--- config.mk ---
export PLATFORM = sky130hd
export DESIGN_NAME = wb_slave_arbiter
export DESIGN_NICKNAME = d
export VERILOG_FILES = /design/src/design/soc_pkg.sv /design/src/design/wb_slave_arbiter.sv
export SDC_FILE = /design/constraint.sdc
export NUM_CORES = 1
export LEC_CHECK = 0
export BUFFER_PORTS_ARGS = -buffer_cell sky130_fd_sc_hd__buf_2
export CORE_AREA = 2 2 115 117
export DETAILED_ROUTE_END_ITERATION = 10
export DIE_AREA = 0 0 117 119
export SYNTH_ARGS = -nofsm -noshare
export SYNTH_HDL_FRONTEND = slang
export SYNTH_SLANG_ARGS = --single-unit
export TNS_END_PERCENT = 30
--- constraint.sdc ---
create_clock -name wb_clk_i -period 4.3 [get_ports wb_clk_i]
set_input_delay 0.86 -clock wb_clk_i [delete_from_list [all_inputs] [get_ports wb_clk_i]]
set_output_delay 0.86 -clock wb_clk_i [all_outputs]
set_load 0.02 [all_outputs]
--- src/design/soc_pkg.sv ---
`default_nettype none

package soc_pkg;

	// Bus geometry
	localparam int NUM_MASTERS = 2;
	localparam int NUM_SLAVES = 2;

	// Address bits 27..24 pick the slave
	localparam int SLAVE_FIELD_MSB = 27;
	localparam int SLAVE_FIELD_LSB = 24;
	localparam logic [SLAVE_FIELD_MSB-SLAVE_FIELD_LSB:0] MEM0_REGION = 4'd0;
	localparam logic [SLAVE_FIELD_MSB-SLAVE_FIELD_LSB:0] MEM1_REGION = 4'd1;

	typedef logic [31:0] wb_data_t;
	typedef logic [3:0] wb_sel_t;
	typedef logic [27:0] wb_addr_t;
	typedef logic [23:0] slv_addr_t;

	// Request from a master with the full address
	typedef struct packed {
		logic cyc;
		logic stb;
		logic we;
		wb_sel_t sel;
		wb_addr_t adr;
		wb_data_t data;
	} wb_req_t;

	// Request toward a slave without the region bits
	typedef struct packed {
		logic cyc;
		logic stb;
		logic we;
		wb_sel_t sel;
		slv_addr_t adr;
		wb_data_t data;
	} wb_slv_req_t;

	typedef struct packed {
		logic ack;
		logic stall;
		logic err;
		wb_data_t data;
	} wb_rsp_t;

	// Slave a master talks to with the slave number as its encoding
	typedef enum logic [1:0] {
		SEL_MEM0 = 2'd0,
		SEL_MEM1 = 2'd1,
		SEL_NONE = 2'd3
	} slave_sel_e;

	// Granted master index plus one or zero when idle
	typedef logic [1:0] master_sel_t;

	// Interconnect probe with the slaves in the upper half
	typedef struct packed {
		master_sel_t slv1_master;
		master_sel_t slv0_master;
		slave_sel_e mst1_slave;
		slave_sel_e mst0_slave;
	} soc_probe_t;

endpackage

`default_nettype wire

--- src/design/wb_slave_arbiter.sv ---
`timescale 1ns/10ps
`default_nettype none

module wb_slave_arbiter
	import soc_pkg::*;
#(
	parameter int NUM_MASTERS = soc_pkg::NUM_MASTERS
) (
	input wire logic wb_clk_i,
	input wire logic rst_n_i,
	input wire wb_slv_req_t mst_req_i [NUM_MASTERS],
	output wb_rsp_t mst_rsp_o [NUM_MASTERS],
	output wb_slv_req_t slv_req_o,
	input wire wb_rsp_t slv_rsp_i,
	output master_sel_t cur_master_o
);

	master_sel_t grant_q;
	master_sel_t cur_grant;
	logic [NUM_MASTERS-1:0] req_v;
	logic holder_cyc;

	// Grant selection
	always_comb begin
		holder_cyc = 1'b0;
		for (int m = 0; m < NUM_MASTERS; m++) begin
			req_v[m] = mst_req_i[m].cyc & mst_req_i[m].stb;
			if (grant_q == master_sel_t'(m + 1)) begin
				holder_cyc = mst_req_i[m].cyc;
			end
		end

		cur_grant = '0;
		if (grant_q != '0 && holder_cyc) begin
			// Locked while the owner keeps cyc
			cur_grant = grant_q;
		end else begin
			// Lowest index wins when free
			for (int m = NUM_MASTERS - 1; m >= 0; m--) begin
				if (req_v[m]) begin
					cur_grant = master_sel_t'(m + 1);
				end
			end
		end
	end

	// Request mux and response routing
	always_comb begin
		slv_req_o = '0;
		for (int m = 0; m < NUM_MASTERS; m++) begin
			mst_rsp_o[m] = '0;
			if (cur_grant == master_sel_t'(m + 1)) begin
				slv_req_o = mst_req_i[m];
				mst_rsp_o[m] = slv_rsp_i;
			end else begin
				mst_rsp_o[m].stall = req_v[m];
			end
		end
	end

	always_ff @(posedge wb_clk_i) begin
		if (!rst_n_i) begin
			grant_q <= '0;
		end else begin
			grant_q <= cur_grant;
		end
	end

	assign cur_master_o = cur_grant;

endmodule

`default_nettype wire

==> run metrics <==
Netlist cell types 24; first-pass GRT wire length 12700 um; Setup WS pre-CTS roughly 1.1 ns; minimum clock period about 3.2 ns; share of cells above drive strength 1 53.4%; Hold Slack a little under 0.9 ns; clk slew on worst S/H paths 0.03 ns; Post-DP HPWL 7230 um; multi-input logic area 0.00116 sq mm; Gate Count Post-Synth 305; drt pass-1 iters 4; Synth Area in Simple Gates around 30%; XOR/XNOR Fraction of Synth Area 0%; adder-cell share of the synthesized area 0%; CTS Buffer Depth 2; hold crit path type in2reg; vias slightly above 3k; RSZ-0062 raised after global routing no; Via density 4.08; Wirelength per Cell about 12 um; Critical Path RT 3.44 ns; drt drc 0; FFs w/ async S/R, synth 0%; crit-path max cell delay approximately 0.52 ns; Die X 117 um; post-synthesis sequential area ratio about 2.2%; Chip Height roughly 120 um; WS Path Type in2out; Ys Warns 0; crit path launch type input pin; Starting Density 13.8%; Synth Register Bits 2; H-tree lvl count 1; Clock Skews ~0.00063 ns; number of synthesized flops with an enable pin 0; core area 0.0129 sq mm; Largest regs grant_q: 2 flops; IO Count 298; Register Area 40.0 sq um; crit path max-delay cell type buf_4; status finished clean; Post-Syn Nets 468; VDD IR-drop max 0.0768 mV; Top reg by flops grant_q; final setup violation count 0; largest family of logic cells by synthesized area buffers and inverters; Critical Path Fanout Max 53; Final nets 746; clk root buf clkbuf_16; initial antenna violation count 0; Power Dens Cells 163 mW/mm^2; CP endpoint kind output pin; total CTS buffers 3; Final Hold Fails 0; Sinks on Clock Net 2; top cell family by delay on the critical path buffers and inverters; CTS tree done; post-synthesis cell area 0.00178 sq mm; WP data arrival 2.32 ns; final WL roughly 9000 um; post-route insts no fill 757; Slew Limit Headroom between 60% and 70%; post-route setup slack 1.12 ns; DR iter-0 viols 96; final period utilization between 70 and 80%; setup bufs post-CTS 0; P_leak 2.31 nW; DRT antenna net count 0; worst-margin pin slew just under 0.6 ns; ant diodes 0; number of flip-flops in the largest register 2; largest net degree at the start of global routing 57; maximum clock frequency 0.315 GHz; complex-gate fraction of the synthesized area 34.0%; Pins Over Slew Limit 0; Synth Flop Type dfxtp_1; die area 0.0139 sq mm; hold buffers post-CTS 0; crit path buf inv count 3; number of cell rows 42; Inst Count DP 754; mux share of post-synthesis cell area 0%; Tot GR Track Use 11.2%; RD Place Congestion ~0.79; grt total ovfl 0; post_cts resized 0; Final TNS setup 0 ns; MaxCap Viol Count 0; Fillers 1444; later-pin clock latency in the skew report 0.22 ns; vias in the first global route approximately 2.6k; area grow syn2layout 95.6%; Mapped Avg Cell Area approximately 5.8 sq um; Most common cell on crit path buf_2; port bufs 297; critical-path cell list buf_2 > nand3b_1 > o211ai_4 > buf_4 > o32ai_1 > buf_2
[final timing paths]
| check | depth (start not counted) | to | from | slack (ns) |
|---|---|---|---|---|
| max reg2reg | 4 | grant_q[1] | grant_q[0] | 2.76 |
| max | 6 | slv_req_o[51] | mst_req_i[62] | 1.12 |
| min | 2 | grant_q[0] | rst_n_i | 0.87 |
| min reg2reg | 4 | grant_q[1] | grant_q[0] | 1.10 |
[logic make-up (layout without fill, tap and decap cells)]
| logic type | Yosys count | in the layout |
|---|---|---|
| compound gates | 70 | 70 |
| buf+inv | 154 | 430 |
| flops | 2 | 2 |
| simple gates | 79 | 79 |
[layout by cell type, fill, tap and decap left out, types with 2 or more instances in the layout]
cell / synthesis / routed
buf_2: 9 / 297
o32ai_1: 61 / 61
inv_1: 124 / 124
nand2_1: 2 / 2
nor2_1: 2 / 2
buf_4: 1 / 5
dfxtp_1: 2 / 2
o21ai_0: 2 / 2
a21oi_1: 2 / 2
clkbuf_16: 0 / 3
and2_1: 35 / 35
nor3b_1: 35 / 35
[routing by layer]
layer / share of wire [%] / GRT usage, % / wire length, um
met3: 7.9 / 2.14 / 712
met4: 0.078 / 0.956 / 7
met1: 43 / 14.9 / 3870
met5: 0 / 0 / 0
met2: 49 / 19.5 / 4380
[report_power, final]
group / internal (mW) / switching (mW) / total, mW / leakage [nW]
Combinational: 0.161 / 0.249 / 0.410 / 2.26
Sequential: 0.0196 / 0.000808 / 0.0204 / 0.0164
Clock: 0.118 / 0.0208 / 0.139 / 0.0370
Total: 0.298 / 0.271 / 0.569 / 2.31
[synthesized netlist by cell type (2+ instances only)]
library cell    n  area [sq um]
a21oi_1         2          10.0
and2_1         35           219
buf_2           9          45.0
buf_6           2          22.5
clkbuf_1       17          63.8
dfxtp_1         2          40.0
inv_1         124           465
nand2_1         2          7.51
nor2_1          2          7.51
nor3b_1        35           263
o21ai_0         2          10.0
o32ai_1        61           534
[per-stage QoR]
step | area (sq um) | total power [mW] | util, %
after floorplan | 1780 | 0.260 | -
after global placement | 3410 | 0.429 | 26.5
after detailed placement | 3410 | 0.430 | 26.5
after CTS | 3490 | 0.574 | 27.1
after global routing | 3490 | 0.610 | 27.1
final | 3490 | 0.569 | 27.1
[area by class of cell]
type                       instances  area share [%]
inverter                         125            13.5
multi-input combinational        149            33.2
sequential                         2            1.15
clock buffer                       3            2.15
tap                              176            6.32
timing repair buffer             302            43.7
Note: power is estimated with default switching activity, not from simulation.
