--- src/design/soc_pkg.sv ---
`default_nettype none

package soc_pkg;

	// Bus geometry
	localparam int NUM_MASTERS = 2;
	localparam int NUM_SLAVES = 2;

	// Address bits 27..24 pick the slave
	localparam int SLAVE_FIELD_MSB = 27;
	localparam int SLAVE_FIELD_LSB = 24;
	localparam logic [SLAVE_FIELD_MSB-SLAVE_FIELD_LSB:0] MEM0_REGION = 4'd0;
	localparam logic [SLAVE_FIELD_MSB-SLAVE_FIELD_LSB:0] MEM1_REGION = 4'd1;

	typedef logic [31:0] wb_data_t;
	typedef logic [3:0] wb_sel_t;
	typedef logic [27:0] wb_addr_t;
	typedef logic [23:0] slv_addr_t;

	// Request from a master with the full address
	typedef struct packed {
		logic cyc;
		logic stb;
		logic we;
		wb_sel_t sel;
		wb_addr_t adr;
		wb_data_t data;
	} wb_req_t;

	// Request toward a slave without the region bits
	typedef struct packed {
		logic cyc;
		logic stb;
		logic we;
		wb_sel_t sel;
		slv_addr_t adr;
		wb_data_t data;
	} wb_slv_req_t;

	typedef struct packed {
		logic ack;
		logic stall;
		logic err;
		wb_data_t data;
	} wb_rsp_t;

	// Slave a master talks to with the slave number as its encoding
	typedef enum logic [1:0] {
		SEL_MEM0 = 2'd0,
		SEL_MEM1 = 2'd1,
		SEL_NONE = 2'd3
	} slave_sel_e;

	// Granted master index plus one or zero when idle
	typedef logic [1:0] master_sel_t;

	// Interconnect probe with the slaves in the upper half
	typedef struct packed {
		master_sel_t slv1_master;
		master_sel_t slv0_master;
		slave_sel_e mst1_slave;
		slave_sel_e mst0_slave;
	} soc_probe_t;

endpackage

`default_nettype wire

--- src/design/wb_master_port.sv ---
`timescale 1ns/10ps
`default_nettype none

module wb_master_port
	import soc_pkg::*;
(
	input wire logic wb_clk_i,
	input wire logic rst_n_i,
	input wire wb_req_t req_i,
	output wb_rsp_t rsp_o,
	output wb_slv_req_t slv_req_o [NUM_SLAVES],
	input wire wb_rsp_t slv_rsp_i [NUM_SLAVES],
	output slave_sel_e cur_slave_o
);

	logic [SLAVE_FIELD_MSB-SLAVE_FIELD_LSB:0] region;
	slave_sel_e dec_sel;
	slave_sel_e route_sel;
	slave_sel_e target_q;
	logic pending_q;
	logic err_q;
	logic accept;

	// Address decode
	assign region = req_i.adr[SLAVE_FIELD_MSB:SLAVE_FIELD_LSB];

	always_comb begin
		if (region == MEM0_REGION) begin
			dec_sel = SEL_MEM0;
		end else if (region == MEM1_REGION) begin
			dec_sel = SEL_MEM1;
		end else begin
			dec_sel = SEL_NONE;
		end
	end

	// Hold cyc on the latched slave until the response is back
	assign route_sel = pending_q ? target_q : dec_sel;

	always_comb begin
		for (int s = 0; s < NUM_SLAVES; s++) begin
			slv_req_o[s].cyc = req_i.cyc && (route_sel == slave_sel_e'(s));
			slv_req_o[s].stb = req_i.stb && !pending_q && (dec_sel == slave_sel_e'(s));
			slv_req_o[s].we = req_i.we;
			slv_req_o[s].sel = req_i.sel;
			slv_req_o[s].adr = req_i.adr[SLAVE_FIELD_LSB-1:0];
			slv_req_o[s].data = req_i.data;
		end
	end

	// Merge the arbiter responses with the local error
	always_comb begin
		rsp_o = '0;
		rsp_o.err = err_q;
		rsp_o.stall = pending_q;
		for (int s = 0; s < NUM_SLAVES; s++) begin
			if (pending_q && target_q == slave_sel_e'(s)) begin
				rsp_o.ack = slv_rsp_i[s].ack;
				rsp_o.err = err_q | slv_rsp_i[s].err;
				rsp_o.data = slv_rsp_i[s].data;
			end
			if (!pending_q && dec_sel == slave_sel_e'(s)) begin
				rsp_o.stall = slv_rsp_i[s].stall;
			end
		end
	end

	assign accept = req_i.cyc && req_i.stb && !rsp_o.stall;

	always_ff @(posedge wb_clk_i) begin
		if (!rst_n_i) begin
			pending_q <= 1'b0;
			target_q <= SEL_NONE;
			err_q <= 1'b0;
		end else begin
			// Unmapped access answers with err on the next cycle
			err_q <= accept && (dec_sel == SEL_NONE);
			if (accept) begin
				pending_q <= 1'b1;
				target_q <= dec_sel;
			end else if (rsp_o.ack || rsp_o.err || !req_i.cyc) begin
				pending_q <= 1'b0;
			end
		end
	end

	// Probe view
	assign cur_slave_o = req_i.cyc ? route_sel : SEL_NONE;

endmodule

`default_nettype wire

--- config.mk ---
export PLATFORM = sky130hd
export DESIGN_NAME = wb_master_port
export DESIGN_NICKNAME = d
export VERILOG_FILES = /design/src/design/soc_pkg.sv /design/src/design/wb_master_port.sv
export SDC_FILE = /design/constraint.sdc
export NUM_CORES = 1
export LEC_CHECK = 0
export BUFFER_PORTS_ARGS = -buffer_cell sky130_fd_sc_hd__buf_2
export CORE_AREA = 2 2 117 119
export CTS_CLUSTER_DIAMETER = 60
export DETAILED_ROUTE_END_ITERATION = 8
export DIE_AREA = 0 0 119 121
export GPL_TIMING_DRIVEN = 0
export PLACE_DENSITY = 0.55
export REMOVE_ABC_BUFFERS = 1
export SLEW_MARGIN = 20
export SYNTH_ARGS = -nofsm -noshare
export SYNTH_HDL_FRONTEND = slang
export SYNTH_SLANG_ARGS = --single-unit
--- constraint.sdc ---
create_clock -name wb_clk_i -period 1.57 [get_ports wb_clk_i]
set_clock_uncertainty 0.2 [all_clocks]
set_input_delay 0.2355 -clock wb_clk_i [delete_from_list [all_inputs] [get_ports wb_clk_i]]
set_output_delay 0.2355 -clock wb_clk_i [all_outputs]
set_load 0.02 [all_outputs]
==> qor_table.md, run 1 <==
| Parameter | This run | Unit |
|---|---|---|
| Post-synth top area share | 58.7 | % |
| Via total after detailed routing | 1,586 | - |
| FF+latch count, synth | 4 | - |
| Violated checks | negative setup slack | - |
| Share of the clock period used by the worst path | 117 | % |
| Routability congestion estimate from global placement | 0.860 | - |
| VDD IR-drop max | 0.376 | mV |
| Number of remaining DRC errors | 0 | - |
| Crit path cell chain | nand2b_4 -> nor2_4 -> buf_12 -> a22o_1 -> buf_6 | - |
| Highest-count cells in the layout ignoring fill and taps | 76 x sky130_fd_sc_hd__buf_2, 46 x sky130_fd_sc_hd__buf_6, 26 x sky130_fd_sc_hd__a22o_1 | - |
| Power density relative to cell area | 344 | mW/mm² |
| Most frequent standard cell in the layout excluding fill and tap cells | sky130_fd_sc_hd__buf_2 | - |
| Sinks on Clock Net | 4 | - |
| Final Max Slew Viols | 0 | - |
| Final WS setup | -0.266 | ns |
| Clock tree root buffer cell | sky130_fd_sc_hd__clkbuf_16 | - |
| Seq/Total Area, Yosys | 5.14 | % |
| Global-route wire length before repair | 20.1 | mm |
| Worst Setup End Kind | output port | - |
| Max-slew headroom at the worst pin | 72.7 | % |
| Critical path start-end classification | reg2out | - |
| Accumulated negative setup slack | -7.82 | ns |
| Avg WL per Cell | 43.2 | µm |
| Fraction of the core area covered by cells at the end of the flow | 16.4 | % |
| Initial cell density of the core | 11.9 | % |
| Cell type contributing the most total cell area after synthesis | sky130_fd_sc_hd__buf_4 | - |
| Worst-Skew Late Latency | 0.23 | ns |
| TritonCTS clock tree | yes | - |
| Total congestion overflow | 0 | - |
| Number of DRC markers in iteration 0 | 93 | - |
| Library cell contributing the largest single delay on the critical path | sky130_fd_sc_hd__dfxtp_2 | - |
| Critical Path Start | target_q[1] | - |
| Per-cell via count in the routed design | 4.06 | - |
| Number of standard-cell rows in the floorplan | 42 | - |
| Total die area | 0.0144 | mm² |
| Overall die width | 119 | µm |
| Post-synthesis cell type count | 28 | - |
| Core area | 0.0131 | mm² |
| Fillcell total | 1,493 | - |
| Min Tclk post-route | 1.84 | ns |
| Maximum Capacitance Violations | 0 | - |
| Final number of hold-violating endpoints | 0 | - |
| Number of inserted diodes | 0 | - |
| Number of iterations in the first detailed-routing pass | 4 | - |
| Family of cells with the greatest summed delay on the critical path | simple AND/OR/NAND/NOR gates | - |
| Total power after layout | 0.740 | mW |
| Post-detailed-routing wire length | 16.9 | mm |
| FF-to-FF Start | pending_q | - |
| Vias in the first global route | 1,535 | - |
| Number of nets in the finished design | 356 | - |
| Global-route usage over all layers | 22.3 | % |
| Vertical die dimension | 121 | µm |
| Result of the run | complete, but fails checks | - |
| Highest clock rate | 0.545 | GHz |
| Worst Tran Pin Value | 0.407 | ns |
| Highest net fanout along the worst path | 17 | - |
| H-tree depth | 1 | - |
| Critical Path RT | 1.13 | ns |
| Data arrival time of the critical path | 1.40 | ns |
| Number of setup violations in the final report | 41 | - |
| TritonCTS buffer count | 3 | - |
| Synthesis Warnings | 0 | - |
| Startpoint class of the critical path | flop | - |
| Setup repair after global routing missed its margin | true | - |
| Slowest Stage Delay on Critical Path | 0.31 | ns |
| Average size of a mapped cell | 7.79 | µm² |
| Number of I/O port buffers | 118 | - |
| Count of hold-fix buffers inserted at cts | 0 | - |
| Min-Delay Path Class | in2reg | - |
| Number of antenna violations at the first check in global routing | 0 | - |
| Critical path buffer and inverter count | 2 | - |
| Worst-path clk slew | 0.03 | ns |
| Post-synthesis cell count | 200 | - |
| Hold path startpoint | rst_n_i | - |
| Top-Level Pins | 302 | - |
| Share of final-layout standard cells stronger than drive strength 1 | 78.1 | % |
| Post-detailed-placement half-perimeter wirelength | 14.8 | mm |
| Non-filler instance count after layout | 391 | - |
| Maximum number of buffers from clock root to sink | 2 | - |
| Antenna-violating nets left | 0 | - |
| Area delta synth->final | 37.8 | % |
| Pin count of the biggest net entering global routing | 18 | - |
| Biggest area contributors in the synthesized netlist | sky130_fd_sc_hd__buf_4 59%, sky130_fd_sc_hd__a22o_1 19%, sky130_fd_sc_hd__dfxtp_1 5.1% | - |
| Netlist Area Pre-Place | 0.00156 | mm² |
| Placed insts | 366 | - |
| Leakage power total | 1.01 | nW |
## registers in the layout, summed over array words and instances, names as in the netlist
name,count
err_q,1
pending_q,1
target_q,2
## path summary, 6_finish.rpt
kind	to	cells after the start	slack [ns]
worst max-delay path	rsp_o[28]	5	-0.27
worst min-delay path	target_q[0]	2	0.08
worst max register to register	target_q[1]	5	-0.11
worst min register to register	pending_q	2	0.36
## layer usage
metal	vias to the layer above	global-route usage, %	wire length (µm)
met5	-	12.5	199
met4	6	4.46	322
met3	20	27.3	4400
met2	300	34.1	7490
met1	657	17.5	4470
li1	603	-	-
## power breakdown
group | switching [mW] | internal, mW
Clock | 0.0741 | 0.326
Sequential | 0.00466 | 0.105
Combinational | 0.0998 | 0.130
## final cells by class
class	instances	area (µm²)	share of cell area (%)
Tap cell	176	220	10.3
Timing Repair Buffer	138	1050	48.9
Sequential cell	4	88.8	4.14
Multi-Input combinational cell	68	706	32.8
Clock buffer	3	75.1	3.49
Inverter	2	7.51	0.349
## synthesized netlist by cell type
cell type / count
sky130_fd_sc_hd__buf_4: 122
sky130_fd_sc_hd__a22o_1: 33
sky130_fd_sc_hd__buf_2: 6
sky130_fd_sc_hd__dfxtp_1: 4
sky130_fd_sc_hd__mux2i_1: 3
sky130_fd_sc_hd__nand2_1: 3
sky130_fd_sc_hd__inv_1: 2
sky130_fd_sc_hd__nand2b_1: 2
sky130_fd_sc_hd__nor2_2: 2
sky130_fd_sc_hd__nor3_1: 2
sky130_fd_sc_hd__o21a_1: 2
sky130_fd_sc_hd__o21ai_0: 2
sky130_fd_sc_hd__o21bai_1: 2
sky130_fd_sc_hd__a21oi_1: 1
sky130_fd_sc_hd__a311oi_1: 1
sky130_fd_sc_hd__and2_1: 1
sky130_fd_sc_hd__and3_1: 1
sky130_fd_sc_hd__mux2_4: 1
sky130_fd_sc_hd__nand3b_1: 1
sky130_fd_sc_hd__nor2_1: 1
sky130_fd_sc_hd__nor2b_1: 1
sky130_fd_sc_hd__nor3b_1: 1
sky130_fd_sc_hd__nor4_1: 1
sky130_fd_sc_hd__o2111ai_1: 1
sky130_fd_sc_hd__o21ba_1: 1
sky130_fd_sc_hd__o221ai_1: 1
sky130_fd_sc_hd__o2bb2ai_1: 1
sky130_fd_sc_hd__or3_4: 1
## per-stage QoR
stage / hold slack [ns] / area [µm²] / worst slack (ns)
after global routing: 0.0903 / 2150 / -0.315
after global placement: 0.272 / 1420 / -1.21
after CTS: 0.0676 / 2090 / -0.276
after floorplan: 0.114 / 613 / -0.458
after detailed placement: 0.272 / 1430 / -0.759
final: 0.0804 / 2150 / -0.266
## logic make-up (layout without fill, tap and decap cells)
logic type | after synthesis | in the layout | synth area share (%)
muxes | 4 | 4 | 2.89
buffers and inverters | 130 | 143 | 61.2
AOI/OAI and AO/OA | 45 | 45 | 24.3
and+or+nand+nor | 17 | 19 | 6.50
DFF | 4 | 4 | 5.14
## what timing repair did
| item | 4_1_cts | 5_1_grt |
|---|---|---|
| resized for setup | 117 | 8 |
| pin swaps | 20 | 5 |
| buffers inserted | 16 | 4 |
| cloned | 3 | 0 |
| endpoints found under the setup margin | 40 | 43 |
Power figures use the tool's default switching activity.
==> inputs of run 2 (changes only) <==
--- a/config.mk
+++ b/config.mk
@@ -5,13 +5,13 @@
 export SDC_FILE = /design/constraint.sdc
 export NUM_CORES = 1
 export LEC_CHECK = 0
-export BUFFER_PORTS_ARGS = -buffer_cell sky130_fd_sc_hd__buf_2
-export CORE_AREA = 2 2 117 119
+export CORE_AREA = 2 2 116 118
 export CTS_CLUSTER_DIAMETER = 60
 export DETAILED_ROUTE_END_ITERATION = 8
-export DIE_AREA = 0 0 119 121
+export DIE_AREA = 0 0 118 120
+export DONT_BUFFER_PORTS = 1
 export GPL_TIMING_DRIVEN = 0
-export PLACE_DENSITY = 0.55
+export PLACE_DENSITY = 0.35
 export REMOVE_ABC_BUFFERS = 1
 export SLEW_MARGIN = 20
 export SYNTH_ARGS = -nofsm -noshare
==> constraint.sdc (replaced) <==
create_clock -name wb_clk_i -period 1.57 [get_ports wb_clk_i]
set_clock_uncertainty 0.2 [all_clocks]
set_input_delay 0 -clock wb_clk_i [delete_from_list [all_inputs] [get_ports wb_clk_i]]
set_output_delay 0 -clock wb_clk_i [all_outputs]
set_load 0.02 [all_outputs]
==> run 2 against run 1 <==
  * The flow now stops in clock tree synthesis (4_1_cts)
  * Area after synthesis unchanged
  * Synthesized cell count unchanged
==> qor_table.md, run 2 <==
| Parameter | This run | Unit | vs previous |
|---|---|---|---|
| Overall die width | 118 | µm | was 119 µm |
| Dominant cell by count in the synthesized netlist | sky130_fd_sc_hd__buf_4 | - | unchanged |
| Post-synthesis cell count | 200 | - | unchanged |
| Post-synth top area share | 58.7 | % | unchanged |
| Setup bufs post-CTS | 10 | - | was 16 |
| Synthesis Warnings | 0 | - | unchanged |
| Netlist Area Pre-Place | 0.00156 | mm² | unchanged |
| Top-Level Pins | 302 | - | unchanged |
| FF+latch count, synth | 4 | - | unchanged |
| Routability congestion estimate from global placement | 0.831 | - | was 0.860 |
| Initial cell density of the core | 12.0 | % | was 11.9% |
| Post-synthesis cell type count | 28 | - | unchanged |
| Biggest area contributors in the synthesized netlist | sky130_fd_sc_hd__buf_4 59%, sky130_fd_sc_hd__a22o_1 19%, sky130_fd_sc_hd__dfxtp_1 5.1% | - | unchanged |
| Result of the run | did not finish | - | was complete, but fails checks |
| Placed insts | 248 | - | was 366 |
| Count of hold-fix buffers inserted at cts | 101 | - | was 0 |
| Vertical die dimension | 120 | µm | was 121 µm |
| Post-detailed-placement half-perimeter wirelength | 14.3 | mm | was 14.8 mm |
| Stage at which the flow ended | clock tree synthesis (4_1_cts) | - |  |
| Number of enable flip-flop cells after synthesis | 0 | - | unchanged |
| Seq/Total Area, Yosys | 5.14 | % | unchanged |
| Number of standard-cell rows in the floorplan | 42 | - | unchanged |
| Clock tree root buffer cell | sky130_fd_sc_hd__clkbuf_16 | - | unchanged |
| Cell type contributing the most total cell area after synthesis | sky130_fd_sc_hd__buf_4 | - | unchanged |
| H-tree depth | 1 | - | unchanged |
| Run Error | [ERROR RSZ-0060] Max buffer count reached. | - |  |
| Maximum number of buffers from clock root to sink | 2 | - | unchanged |
| Average size of a mapped cell | 7.79 | µm² | unchanged |
| Number of I/O port buffers | 0 | - | was 118 |
| Setup slack after placement | -0.466 | ns | was -0.759 ns |
| Sinks on Clock Net | 4 | - | unchanged |
| Predominant post-synthesis flop cell | sky130_fd_sc_hd__dfxtp_1 | - | unchanged |
| Resized Gates After CTS | 61 | - | was 117 |
| TritonCTS buffer count | 3 | - | unchanged |
| Async set-reset flop share out of synthesis | 0 | % | unchanged |
| Post-synth top cells | 122 x sky130_fd_sc_hd__buf_4, 33 x sky130_fd_sc_hd__a22o_1, 6 x sky130_fd_sc_hd__buf_2, 4 x sky130_fd_sc_hd__dfxtp_1 | - | unchanged |
-- run 2: cell counts after synthesis --
Identical to the previous run, type by type.
-- run 2: cells by family after synthesis --
logic type	synth area share, %
DFF	5.14
buffers and inverters	61.2
AOI/OAI and AO/OA	24.3
muxes	2.89
and+or+nand+nor	6.50
-- run 2: per-stage QoR --
step | TNS [ns] | util [%] | area [µm²]
2_1_floorplan | -7.72 | - | 613
3_3_place_gp | -26.08 | 6.42 | 833
3_5_place_dp | -14.23 | 6.50 | 843
==> inputs of run 3 (changes only) <==
--- a/config.mk
+++ b/config.mk
@@ -6,12 +6,11 @@
 export NUM_CORES = 1
 export LEC_CHECK = 0
 export CORE_AREA = 2 2 116 118
-export CTS_CLUSTER_DIAMETER = 60
 export DETAILED_ROUTE_END_ITERATION = 8
 export DIE_AREA = 0 0 118 120
 export DONT_BUFFER_PORTS = 1
 export GPL_TIMING_DRIVEN = 0
-export PLACE_DENSITY = 0.35
+export PLACE_DENSITY_LB_ADDON = 0.15
 export REMOVE_ABC_BUFFERS = 1
 export SLEW_MARGIN = 20
 export SYNTH_ARGS = -nofsm -noshare
==> run 3 against run 2 <==
  * The run again fails in clock tree synthesis (4_1_cts)
  * Synthesized cell count unchanged
  * Area after synthesis unchanged
==> qor_table.md, run 3 <==
| Parameter | This run | Unit | vs previous |
|---|---|---|---|
| Result of the run | did not finish | - | unchanged |
| Stage at which the flow ended | clock tree synthesis (4_1_cts) | - | unchanged |
| Run Error | [ERROR RSZ-0060] Max buffer count reached. | - | unchanged |
| Dominant cell by count in the synthesized netlist | sky130_fd_sc_hd__buf_4 | - | unchanged |
| Number of I/O port buffers | 0 | - | unchanged |
| Sinks on Clock Net | 4 | - | unchanged |
| Synthesis Warnings | 0 | - | unchanged |
| Vertical die dimension | 120 | µm | unchanged |
| Predominant post-synthesis flop cell | sky130_fd_sc_hd__dfxtp_1 | - | unchanged |
| Setup slack after placement | -0.550 | ns | was -0.466 ns |
| Netlist Area Pre-Place | 0.00156 | mm² | unchanged |
| Top-Level Pins | 302 | - | unchanged |
| Routability congestion estimate from global placement | 0.782 | - | was 0.831 |
| Number of enable flip-flop cells after synthesis | 0 | - | unchanged |
| Post-synth top area share | 58.7 | % | unchanged |
| Post-synth top cells | 122 x sky130_fd_sc_hd__buf_4, 33 x sky130_fd_sc_hd__a22o_1, 6 x sky130_fd_sc_hd__buf_2, 4 x sky130_fd_sc_hd__dfxtp_1 | - | unchanged |
| Resized Gates After CTS | 63 | - | was 61 |
| Post-detailed-placement half-perimeter wirelength | 13.0 | mm | was 14.3 mm |
| Setup bufs post-CTS | 10 | - | unchanged |
| TritonCTS buffer count | 3 | - | unchanged |
| H-tree depth | 1 | - | unchanged |
| Initial cell density of the core | 12.0 | % | unchanged |
| Count of hold-fix buffers inserted at cts | 101 | - | unchanged |
| Post-synthesis cell count | 200 | - | unchanged |
| Overall die width | 118 | µm | unchanged |
| Cell type contributing the most total cell area after synthesis | sky130_fd_sc_hd__buf_4 | - | unchanged |
| Area post-placement | 843 | µm² | unchanged |
| Post-synthesis cell type count | 28 | - | unchanged |
| Async set-reset flop share out of synthesis | 0 | % | unchanged |
| Clock tree root buffer cell | sky130_fd_sc_hd__clkbuf_16 | - | unchanged |
| Average size of a mapped cell | 7.79 | µm² | unchanged |
| Number of standard-cell rows in the floorplan | 42 | - | unchanged |
| Seq/Total Area, Yosys | 5.14 | % | unchanged |
| Biggest area contributors in the synthesized netlist | sky130_fd_sc_hd__buf_4 59%, sky130_fd_sc_hd__a22o_1 19%, sky130_fd_sc_hd__dfxtp_1 5.1% | - | unchanged |
| Maximum number of buffers from clock root to sink | 2 | - | unchanged |
| FF+latch count, synth | 4 | - | unchanged |
## run 3: cell families after synthesis
| family | synth area share, % |
|---|---|
| buffers and inverters | 61.2 |
| AO/OA/AOI/OAI | 24.3 |
| AND/OR/NAND/NOR | 6.50 |
| multiplexers | 2.89 |
| flip-flops | 5.14 |
## run 3: through the flow
step	std cells	TNS [ns]	util [%]
2_1_floorplan	72	-7.72	-
3_3_place_gp	248	-30.00	6.42
3_5_place_dp	248	-16.90	6.50
